**config.mk**
```make
export PLATFORM = sky130hd
export DESIGN_NAME = road_crosser
export DESIGN_NICKNAME = d
export VERILOG_FILES = /design/src/geom_pkg.sv /design/src/game_pkg.sv /design/src/tick_divider.sv /design/src/player_mover.sv /design/src/traffic_mover.sv /design/src/referee.sv /design/src/road_crosser.sv
export SDC_FILE = /design/constraint.sdc
export NUM_CORES = 1
export LEC_CHECK = 0
export ABC_AREA = 1
export BUFFER_PORTS_ARGS = -buffer_cell sky130_fd_sc_hd__buf_2
export CAP_MARGIN = 20
export CORE_ASPECT_RATIO = 0.8
export CORE_MARGIN = 5
export CORE_UTILIZATION = 45
export DETAILED_ROUTE_END_ITERATION = 8
export GPL_ROUTABILITY_DRIVEN = 0
export GPL_TIMING_DRIVEN = 1
export PLACE_DENSITY = 0.67
export SLEW_MARGIN = 10
export SYNTH_ARGS = -nofsm -noshare
export SYNTH_HDL_FRONTEND = slang
export SYNTH_HIERARCHICAL = 1
export SYNTH_SLANG_ARGS = --single-unit
```
**constraint.sdc**
```tcl
create_clock -name clock -period 4.1 [get_ports clock]
set_clock_uncertainty 0.1 [all_clocks]
set_input_delay 1.025 -clock clock [delete_from_list [all_inputs] [get_ports clock]]
set_output_delay 1.025 -clock clock [all_outputs]
set_load 0.1 [all_outputs]
```
**src/geom_pkg.sv**
```systemverilog
// Field geometry for the road crossing game
// Coordinate types, field limits, lane layout and start positions

package geom_pkg;

    // Column and row coordinates of the 160 by 120 field
    typedef logic [7:0] x_t;
    typedef logic [6:0] y_t;

    typedef struct packed {
        x_t x;
        y_t y;
    } pos_t;

    // Field limits
    localparam x_t max_x = 8'd159;
    localparam y_t max_y = 7'd119;

    // Bottom rows from here down are the safe zone
    localparam y_t safe_y_min = 7'd100;

    // Player enters at the bottom centre
    localparam pos_t player_start = '{x: 8'd80, y: 7'd119};

    // Car i drives in row lane_first + i * lane_gap
    localparam int unsigned lane_first = 5;
    localparam int unsigned lane_gap = 10;

    // Car i starts at column i * car_stagger
    localparam int unsigned car_stagger = 16;

endpackage

```
**src/game_pkg.sv**
```systemverilog
// Game state types for the road crossing game
// Lives, score, key moves, visible status and referee phase

package game_pkg;

    typedef logic [3:0] lives_t;
    typedef logic [7:0] score_t;

    // Keys, active high
    typedef struct packed {
        logic up;
        logic down;
        logic left;
        logic right;
    } move_t;

    // What the outside world sees of the game
    typedef struct packed {
        logic   playing;
        lives_t lives;
        score_t score;
    } status_t;

    // Referee phases
    typedef enum logic {
        phase_setup,
        phase_play
    } phase_t;

endpackage

```
**src/tick_divider.sv**
```systemverilog
// Game pace divider
// Emits a one-cycle tick every period cycles while the game is playing

`timescale 1ns/10ps

module tick_divider #(
    parameter int period = 4
) (
    input  logic clock,
    input  logic rst_n,
    input  logic playing,
    output logic tick
);

    localparam int cnt_w = (period > 1) ? $clog2(period) : 1;

    logic [cnt_w-1:0] count;

    // Last cycle of each period, only in play
    assign tick = playing && (count == cnt_w'(period - 1));

    always_ff @(posedge clock or negedge rst_n)
    begin
        if (!rst_n)
        begin
            count <= '0;
        end
        else if (!playing || tick)
        begin
            count <= '0;
        end
        else
        begin
            count <= count + 1'b1;
        end
    end

    if (period > 1)
    begin : g_tick_check
        // Ticks are spaced out whenever the period allows it
        a_tick_single : assert property (
            @(posedge clock) disable iff (!rst_n) tick |=> !tick
        );
    end

endmodule

```
**src/player_mover.sv**
```systemverilog
// Player mover
// Steps the player one square per tick from the keys, kept inside the field

`timescale 1ns/10ps

module player_mover import geom_pkg::*, game_pkg::*; #(
    parameter int period = 4
) (
    input  logic  clock,
    input  logic  rst_n,
    input  logic  playing,
    input  logic  restart,
    input  move_t keys,
    output pos_t  player_pos
);

    logic tick;
    pos_t step;

    tick_divider #(
        .period(period)
    ) i_tick_divider (
        .clock  (clock),
        .rst_n  (rst_n),
        .playing(playing),
        .tick   (tick)
    );

    // Pick the first pressed direction, then drop the step at an edge
    always_comb
    begin
        step = player_pos;
        if (keys.up)
        begin
            if (player_pos.y != '0)
            begin
                step.y = player_pos.y - 1'b1;
            end
        end
        else if (keys.down)
        begin
            if (player_pos.y != max_y)
            begin
                step.y = player_pos.y + 1'b1;
            end
        end
        else if (keys.left)
        begin
            if (player_pos.x != '0)
            begin
                step.x = player_pos.x - 1'b1;
            end
        end
        else if (keys.right)
        begin
            if (player_pos.x != max_x)
            begin
                step.x = player_pos.x + 1'b1;
            end
        end
    end

    always_ff @(posedge clock or negedge rst_n)
    begin
        if (!rst_n)
        begin
            player_pos <= player_start;
        end
        else if (!playing || restart)
        begin
            // Back to the start on a hit, a win or outside play
            player_pos <= player_start;
        end
        else if (tick)
        begin
            player_pos <= step;
        end
    end

    a_player_in_field : assert property (
        @(posedge clock) disable iff (!rst_n)
        player_pos.x <= max_x && player_pos.y <= max_y
    );

endmodule

```
**src/traffic_mover.sv**
```systemverilog
// Traffic mover
// Advances every car one column per tick in its fixed lane, wrapping at the right edge

`timescale 1ns/10ps

module traffic_mover import geom_pkg::*; #(
    parameter int num_cars = 4,
    parameter int period = 3
) (
    input  logic clock,
    input  logic rst_n,
    input  logic playing,
    output pos_t car_pos [num_cars]
);

    logic tick;
    x_t   car_x [num_cars];

    tick_divider #(
        .period(period)
    ) i_tick_divider (
        .clock  (clock),
        .rst_n  (rst_n),
        .playing(playing),
        .tick   (tick)
    );

    always_ff @(posedge clock or negedge rst_n)
    begin
        if (!rst_n)
        begin
            for (int k = 0; k < num_cars; k++)
            begin
                car_x[k] <= x_t'(k * car_stagger);
            end
        end
        else if (!playing)
        begin
            // Cars wait at their start columns between games
            for (int k = 0; k < num_cars; k++)
            begin
                car_x[k] <= x_t'(k * car_stagger);
            end
        end
        else if (tick)
        begin
            for (int k = 0; k < num_cars; k++)
            begin
                car_x[k] <= (car_x[k] == max_x) ? '0 : car_x[k] + 1'b1;
            end
        end
    end

    for (genvar i = 0; i < num_cars; i++)
    begin : g_car
        // Lane row depends only on the car index
        assign car_pos[i].x = car_x[i];
        assign car_pos[i].y = y_t'(lane_first + i * lane_gap);

        // Car columns stay inside the field
        a_car_on_road : assert property (
            @(posedge clock) disable iff (!rst_n)
            car_pos[i].x <= max_x
        );
    end

endmodule

```
**src/referee.sv**
```systemverilog
// Game referee
// Setup and play FSM, hit and win detection, lives and score keeping

`timescale 1ns/10ps

module referee import geom_pkg::*, game_pkg::*; #(
    parameter int num_cars = 4
) (
    input  logic    clock,
    input  logic    rst_n,
    input  lives_t  lives_sw,
    input  logic    go,
    input  pos_t    player_pos,
    input  pos_t    car_pos [num_cars],
    output logic    restart,
    output status_t status
);

    phase_t phase;
    logic   armed;
    lives_t lives;
    score_t score;
    logic   playing;
    logic   hit;
    logic   win;

    assign playing = (phase == phase_play);

    // Player on the same square as any car
    always_comb
    begin
        hit = 1'b0;
        for (int k = 0; k < num_cars; k++)
        begin
            if (car_pos[k] == player_pos)
            begin
                hit = 1'b1;
            end
        end
    end

    assign win = (player_pos.y == '0);

    assign restart = playing && (hit || win);

    assign status = '{playing: playing, lives: lives, score: score};

    always_ff @(posedge clock or negedge rst_n)
    begin
        if (!rst_n)
        begin
            phase <= phase_setup;
            armed <= 1'b0;
            lives <= '0;
            score <= '0;
        end
        else
        begin
            case (phase)
                phase_setup:
                begin
                    if (go)
                    begin
                        armed <= 1'b1;
                    end
                    else if (armed)
                    begin
                        // Release of go loads the new game
                        armed <= 1'b0;
                        lives <= lives_sw;
                        score <= '0;
                        if (lives_sw != '0)
                        begin
                            phase <= phase_play;
                        end
                    end
                end
                phase_play:
                begin
                    if (hit)
                    begin
                        lives <= lives - 1'b1;
                        if (lives == lives_t'(1))
                        begin
                            phase <= phase_setup;
                        end
                    end
                    else if (win)
                    begin
                        score <= score + 1'b1;
                    end
                end
                default:
                begin
                    phase <= phase_setup;
                end
            endcase
        end
    end

    // A running game always has a life left
    a_lives_in_play : assert property (
        @(posedge clock) disable iff (!rst_n)
        status.playing |-> status.lives != '0
    );

endmodule

```
**src/road_crosser.sv**
```systemverilog
// Road crossing game core
// Player and traffic movers side by side, judged by the referee

`timescale 1ns/10ps

module road_crosser import geom_pkg::*, game_pkg::*; #(
    parameter int num_cars = 4,
    parameter int player_period = 4,
    parameter int car_period = 3
) (
    input  logic    clock,
    input  logic    rst_n,
    input  lives_t  lives_sw,
    input  logic    go,
    input  move_t   keys,
    output pos_t    player_pos,
    output pos_t    car_pos [num_cars],
    output status_t status
);

    logic restart;

    player_mover #(
        .period(player_period)
    ) i_player_mover (
        .clock     (clock),
        .rst_n     (rst_n),
        .playing   (status.playing),
        .restart   (restart),
        .keys      (keys),
        .player_pos(player_pos)
    );

    traffic_mover #(
        .num_cars(num_cars),
        .period  (car_period)
    ) i_traffic_mover (
        .clock  (clock),
        .rst_n  (rst_n),
        .playing(status.playing),
        .car_pos(car_pos)
    );

    // Referee sees both movers and drives the game status
    referee #(
        .num_cars(num_cars)
    ) i_referee (
        .clock     (clock),
        .rst_n     (rst_n),
        .lives_sw  (lives_sw),
        .go        (go),
        .player_pos(player_pos),
        .car_pos   (car_pos),
        .restart   (restart),
        .status    (status)
    );

endmodule

```
==> metrics list <==
- Detailed Place HPWL: ~11000 µm
- Overflow left after global routing: 0
* Largest vdd supply drop: 0.924 mV
- The biggest area contributor in the post-synthesis netlist is sky130_fd_sc_hd__dfrtp_1.
- For the pin with the worst max-slew slack, the measured transition is a little over 800 ps.
- Timing would allow up to 365 MHz.
- The tool flagged a number of max-cap violations equal to 0.
- The startpoint identified for the worst hold timing path is i_player_mover/i_tick_divider/count[0].
- Summed over its instances, the top area cell type makes up 24.2% of the synthesized netlist area.
* Number of enable-type register cells in the synthesized netlist: 0
- Antenna violation net count after detailed routing: 0
* Net switching share of the total power: 61.1%
- Internal power comes to approximately 0.0022 W.
- Compared with the post-synthesis result, the final layout area differs by 12.6%.
- Logic depth of the worst register-to-register path: 14
- During synthesis, Yosys emitted a total of 6 warnings.
* Most frequent cell after synthesis: sky130_fd_sc_hd__nand2_1
* Power share of the combinational group: 60.9%
- Data on the critical path is required at its endpoint by 4270 ps.
* Initial Utilization: 45.4%
- Count of cells resized by post-cts repair: 0
* Portion of the post-synthesis area used by sequential elements: 29.9%
- Clock buffer depth: 2
- In this run the tightest slew margin relative to its limit is 45.4%.
- Total Nets Final: 947
- Clock latency of the later-clocked register in the worst-skew pair: 330 ps
* Share of flip-flops with an asynchronous set or reset: 100%
* Ordered list of cells on the worst path: nand2_1, nand2_1, nor2_1, nand2_1, nor2_1, nand2_1, nand2_2, o21ai_4, o21ai_0, nor2_1, buf_4, nand3_1, nand2_1, nand2_1
* CTS root buf: sky130_fd_sc_hd__clkbuf_16
- Detailed routing placed a total of ~930 µm of wire on met3.
- Setup slack on the worst reg-to-reg path comes out at ~1400 ps.
* Number of global-route vias before repair: about 4600
- The first TritonRoute pass finished after 5 iterations.
* Worst Path Arrival: 2910 ps
- Post-cts hold buffer count: 0
- CTS Sinks: 65
- Row generation in the floorplan step produced 36 rows.
- Summing all non-filler instances in the final layout gives an area of 6170 µm².
- Wire length per cell: ~13 µm
- The worst path meets setup with roughly 1400 ps of slack.
- Capturing element type of the critical path: flop
- Global routing used 20.5% of the available tracks.
- Worst setup path startpoint: i_player_mover/player_pos[11]
- Count of final max-slew check failures: 0
* Hold endpoint: i_player_mover/i_tick_divider/count[0]
- The region available for standard cell placement spans 12100 µm².
- Total net switching power: 0.00345 W
- Met1 layer wirelength in the final routing: 7270 µm
- Antenna Diode Count: 0
- Setup violations, final: 0
- In the final layout, the share of cells above drive strength 1 is 15.2%.
* Number of levels in the clock H-tree: 3
- Measured along the x axis, the die boundary spans 133 µm.
- For this block, the routed nets add up to between 10000 and 15000 µm of wire.
* RSZ-0062 raised after global routing: false
- Clock-pin slew was measured on the worst setup and hold paths at 60 ps.
- Top layer used by detailed routing: met4
* Run status: completed
- First-iteration detailed-routing DRC count: roughly 390
* Register share of total power: about 25%
- Main area contributors after synthesis: sky130_fd_sc_hd__dfrtp_1 (24%), sky130_fd_sc_hd__nand2_1 (20%), sky130_fd_sc_hd__inv_1 (7.5%)
* TritonCTS clock tree: built
* Post-detailed-route via-to-cell ratio: ~4.8
* # DRC: 0
* Antenna violations before repair: 0
- The startpoint identified for the worst register-to-register timing path is i_player_mover/player_pos[11].
* Maximum number of pins on one net before global-route repair: 34
- The synthesized netlist contains between 40 and 50 unique library cells.
* Pre-CTS setup slack: 1400 ps
* Clock network fraction of design power: 13.7%
- In the final timing run, aggregate negative setup slack is 0 ps.
* Pwr/cell area: 915 nW/µm²
* Final Cycle Share: around 67%
- Via count: slightly above 5000
* Synthesized instance count: 843
- Worst-path fanout max: 12
* Wire length of the first global-routing pass: 23900 µm
- Counting stages on the worst path, the most repeated cell is sky130_fd_sc_hd__nand2_1.
* Most instantiated cells after synthesis: sky130_fd_sc_hd__nand2_1 (299), sky130_fd_sc_hd__inv_1 (110), sky130_fd_sc_hd__nor2_1 (96)
- Category of the most critical setup path: flop to flop
- Summed over all cells, the static leakage comes to 3.50 nW.
* Post-synthesis register bit count: 65
- The worst hold path belongs to the class flop to flop.
- The worst setup path is launched from a flop.
- Worst stage delay on the critical path: slightly above 700 ps
- The final-report hold violation count was 0.
- The die covers between 10000 and 15000 µm².
- The placed instances occupy a cell area of between 5000 and 6000 µm².
* DR WL met2: 5950 µm
- Io pins: 99
- During placement, the flow inserted port buffers numbering 70.
* Die span in y: ~110 µm
- CP max-delay cell: sky130_fd_sc_hd__dfstp_2
* Avg Inst Size Synth: around 6.5 µm²
- Netlist Area Pre-Place: 5480 µm²
* Hold-critical path depth: 1
- TritonCTS created 9 clock buffers.
* FF-to-FF End: i_player_mover/player_pos[13]
- The clock period could shrink to 2740 ps.
- Number of buffers inserted by post-CTS setup repair: 0
- Ys flop type: sky130_fd_sc_hd__dfrtp_1
-- cells in the final DEF (no fill, tap or decap), drive strengths merged --
| cell type | Yosys | routed |
|---|---|---|
| nor3b | 1 | 1 |
| xnor2 | 19 | 19 |
| xor2 | 17 | 17 |
| dfstp | 12 | 12 |
| nand3 | 64 | 64 |
| bufinv | 0 | 1 |
| ha | 20 | 20 |
| buf | 36 | 73 |
| nand4 | 12 | 12 |
| nand2 | 312 | 312 |
| nand3b | 6 | 6 |
| or4 | 1 | 1 |
| nor3 | 7 | 7 |
| a211oi | 1 | 1 |
| o21bai | 2 | 2 |
| clkbuf | 3 | 11 |
| conb | 2 | 28 |
| a22o | 2 | 2 |
| fa | 2 | 2 |
| a31oi | 2 | 2 |
| clkinvlp | 0 | 2 |
| inv | 124 | 124 |
| o21a | 1 | 1 |
| dfrtp | 53 | 53 |
| and3 | 1 | 1 |
| o21ai | 21 | 21 |
| clkinv | 0 | 2 |
| nor2 | 103 | 103 |
| a21oi | 19 | 19 |
-- flip-flops by register name, summed over array words and instances, names as in the netlist --
| register | count |
|---|---|
| i_traffic_mover/i_tick_divider/count | 2 |
| i_referee/phase | 1 |
| i_referee/armed | 1 |
| i_referee/score | 8 |
| i_referee/lives | 4 |
| i_player_mover/i_tick_divider/count | 2 |
| i_traffic_mover/car_pos | 32 |
| i_player_mover/player_pos | 15 |
-- worst max-delay path, delay by kind of cell, from the launching register on --
kind | cells | cell delay (ps)
and+or+nand+nor | 11 | 1210
DFF | 1 | 710
AOI/OAI and AO/OA | 2 | 350
buffers and inverters | 1 | 300
-- per-stage QoR --
stage	power [W]	hold WS [ps]	util, %	instances
2_1_floorplan	0.00422	302	-	869
3_3_place_gp	0.00485	318	48.6	1055
3_5_place_dp	0.00486	316	48.6	1055
4_1_cts	0.00565	331	51.1	1071
5_1_grt	0.00605	337	51.1	1071
6_report	0.00565	328	51.1	1071
-- cell type report --
class | count | area [µm²]
fillers | 1248 | 5900
clock inverters | 5 | 55.1
multi-input cells | 641 | 3190
well taps | 152 | 190
inverters | 124 | 468
repair buffers | 73 | 385
clock buffers | 11 | 243
flip-flops and latches | 65 | 1640
-- logic make-up after synthesis --
family,Yosys count,synth area share [%]
AND/OR/NAND/NOR,507,40.2
buffers and inverters,163,13.7
flip-flops,65,29.9
AO/OA/AOI/OAI,48,5.02
XOR/XNOR,36,5.75
adder cells (fa/ha/maj),22,5.30
other,2,0.137
-- power groups by stage --
| stage | clock network [W] | logic [W] | registers, W |
|---|---|---|---|
| after CTS | 0.000789 | 0.00344 | 0.00142 |
| after global placement | 0 | 0.00342 | 0.00143 |
| after detailed placement | 0 | 0.00343 | 0.00143 |
| after floorplan | 0 | 0.00156 | 0.00266 |
| after global routing | 0.000814 | 0.00376 | 0.00148 |
| final | 0.000776 | 0.00344 | 0.00143 |
-- worst max-delay path by stage --
| stage | end | slack, ps | depth (start not counted) |
|---|---|---|---|
| 2_1_floorplan | i_player_mover/player_pos[7] | 1360 | 14 |
| 3_3_place_gp | i_player_mover/player_pos[12] | 1420 | 14 |
| 3_5_place_dp | i_player_mover/player_pos[12] | 1400 | 15 |
| 4_1_cts | i_player_mover/player_pos[13] | 1360 | 15 |
| 5_1_grt | i_player_mover/player_pos[7] | 1020 | 15 |
| 6_report | i_player_mover/player_pos[13] | 1360 | 14 |
-- layer usage --
metal	GRT usage [%]	vias up
li1	-	2697
met1	30.2	2271
met2	30.3	140
met3	4.70	21
met4	5.73	0
met5	0	-
Note: power is estimated with default switching activity, not from simulation.
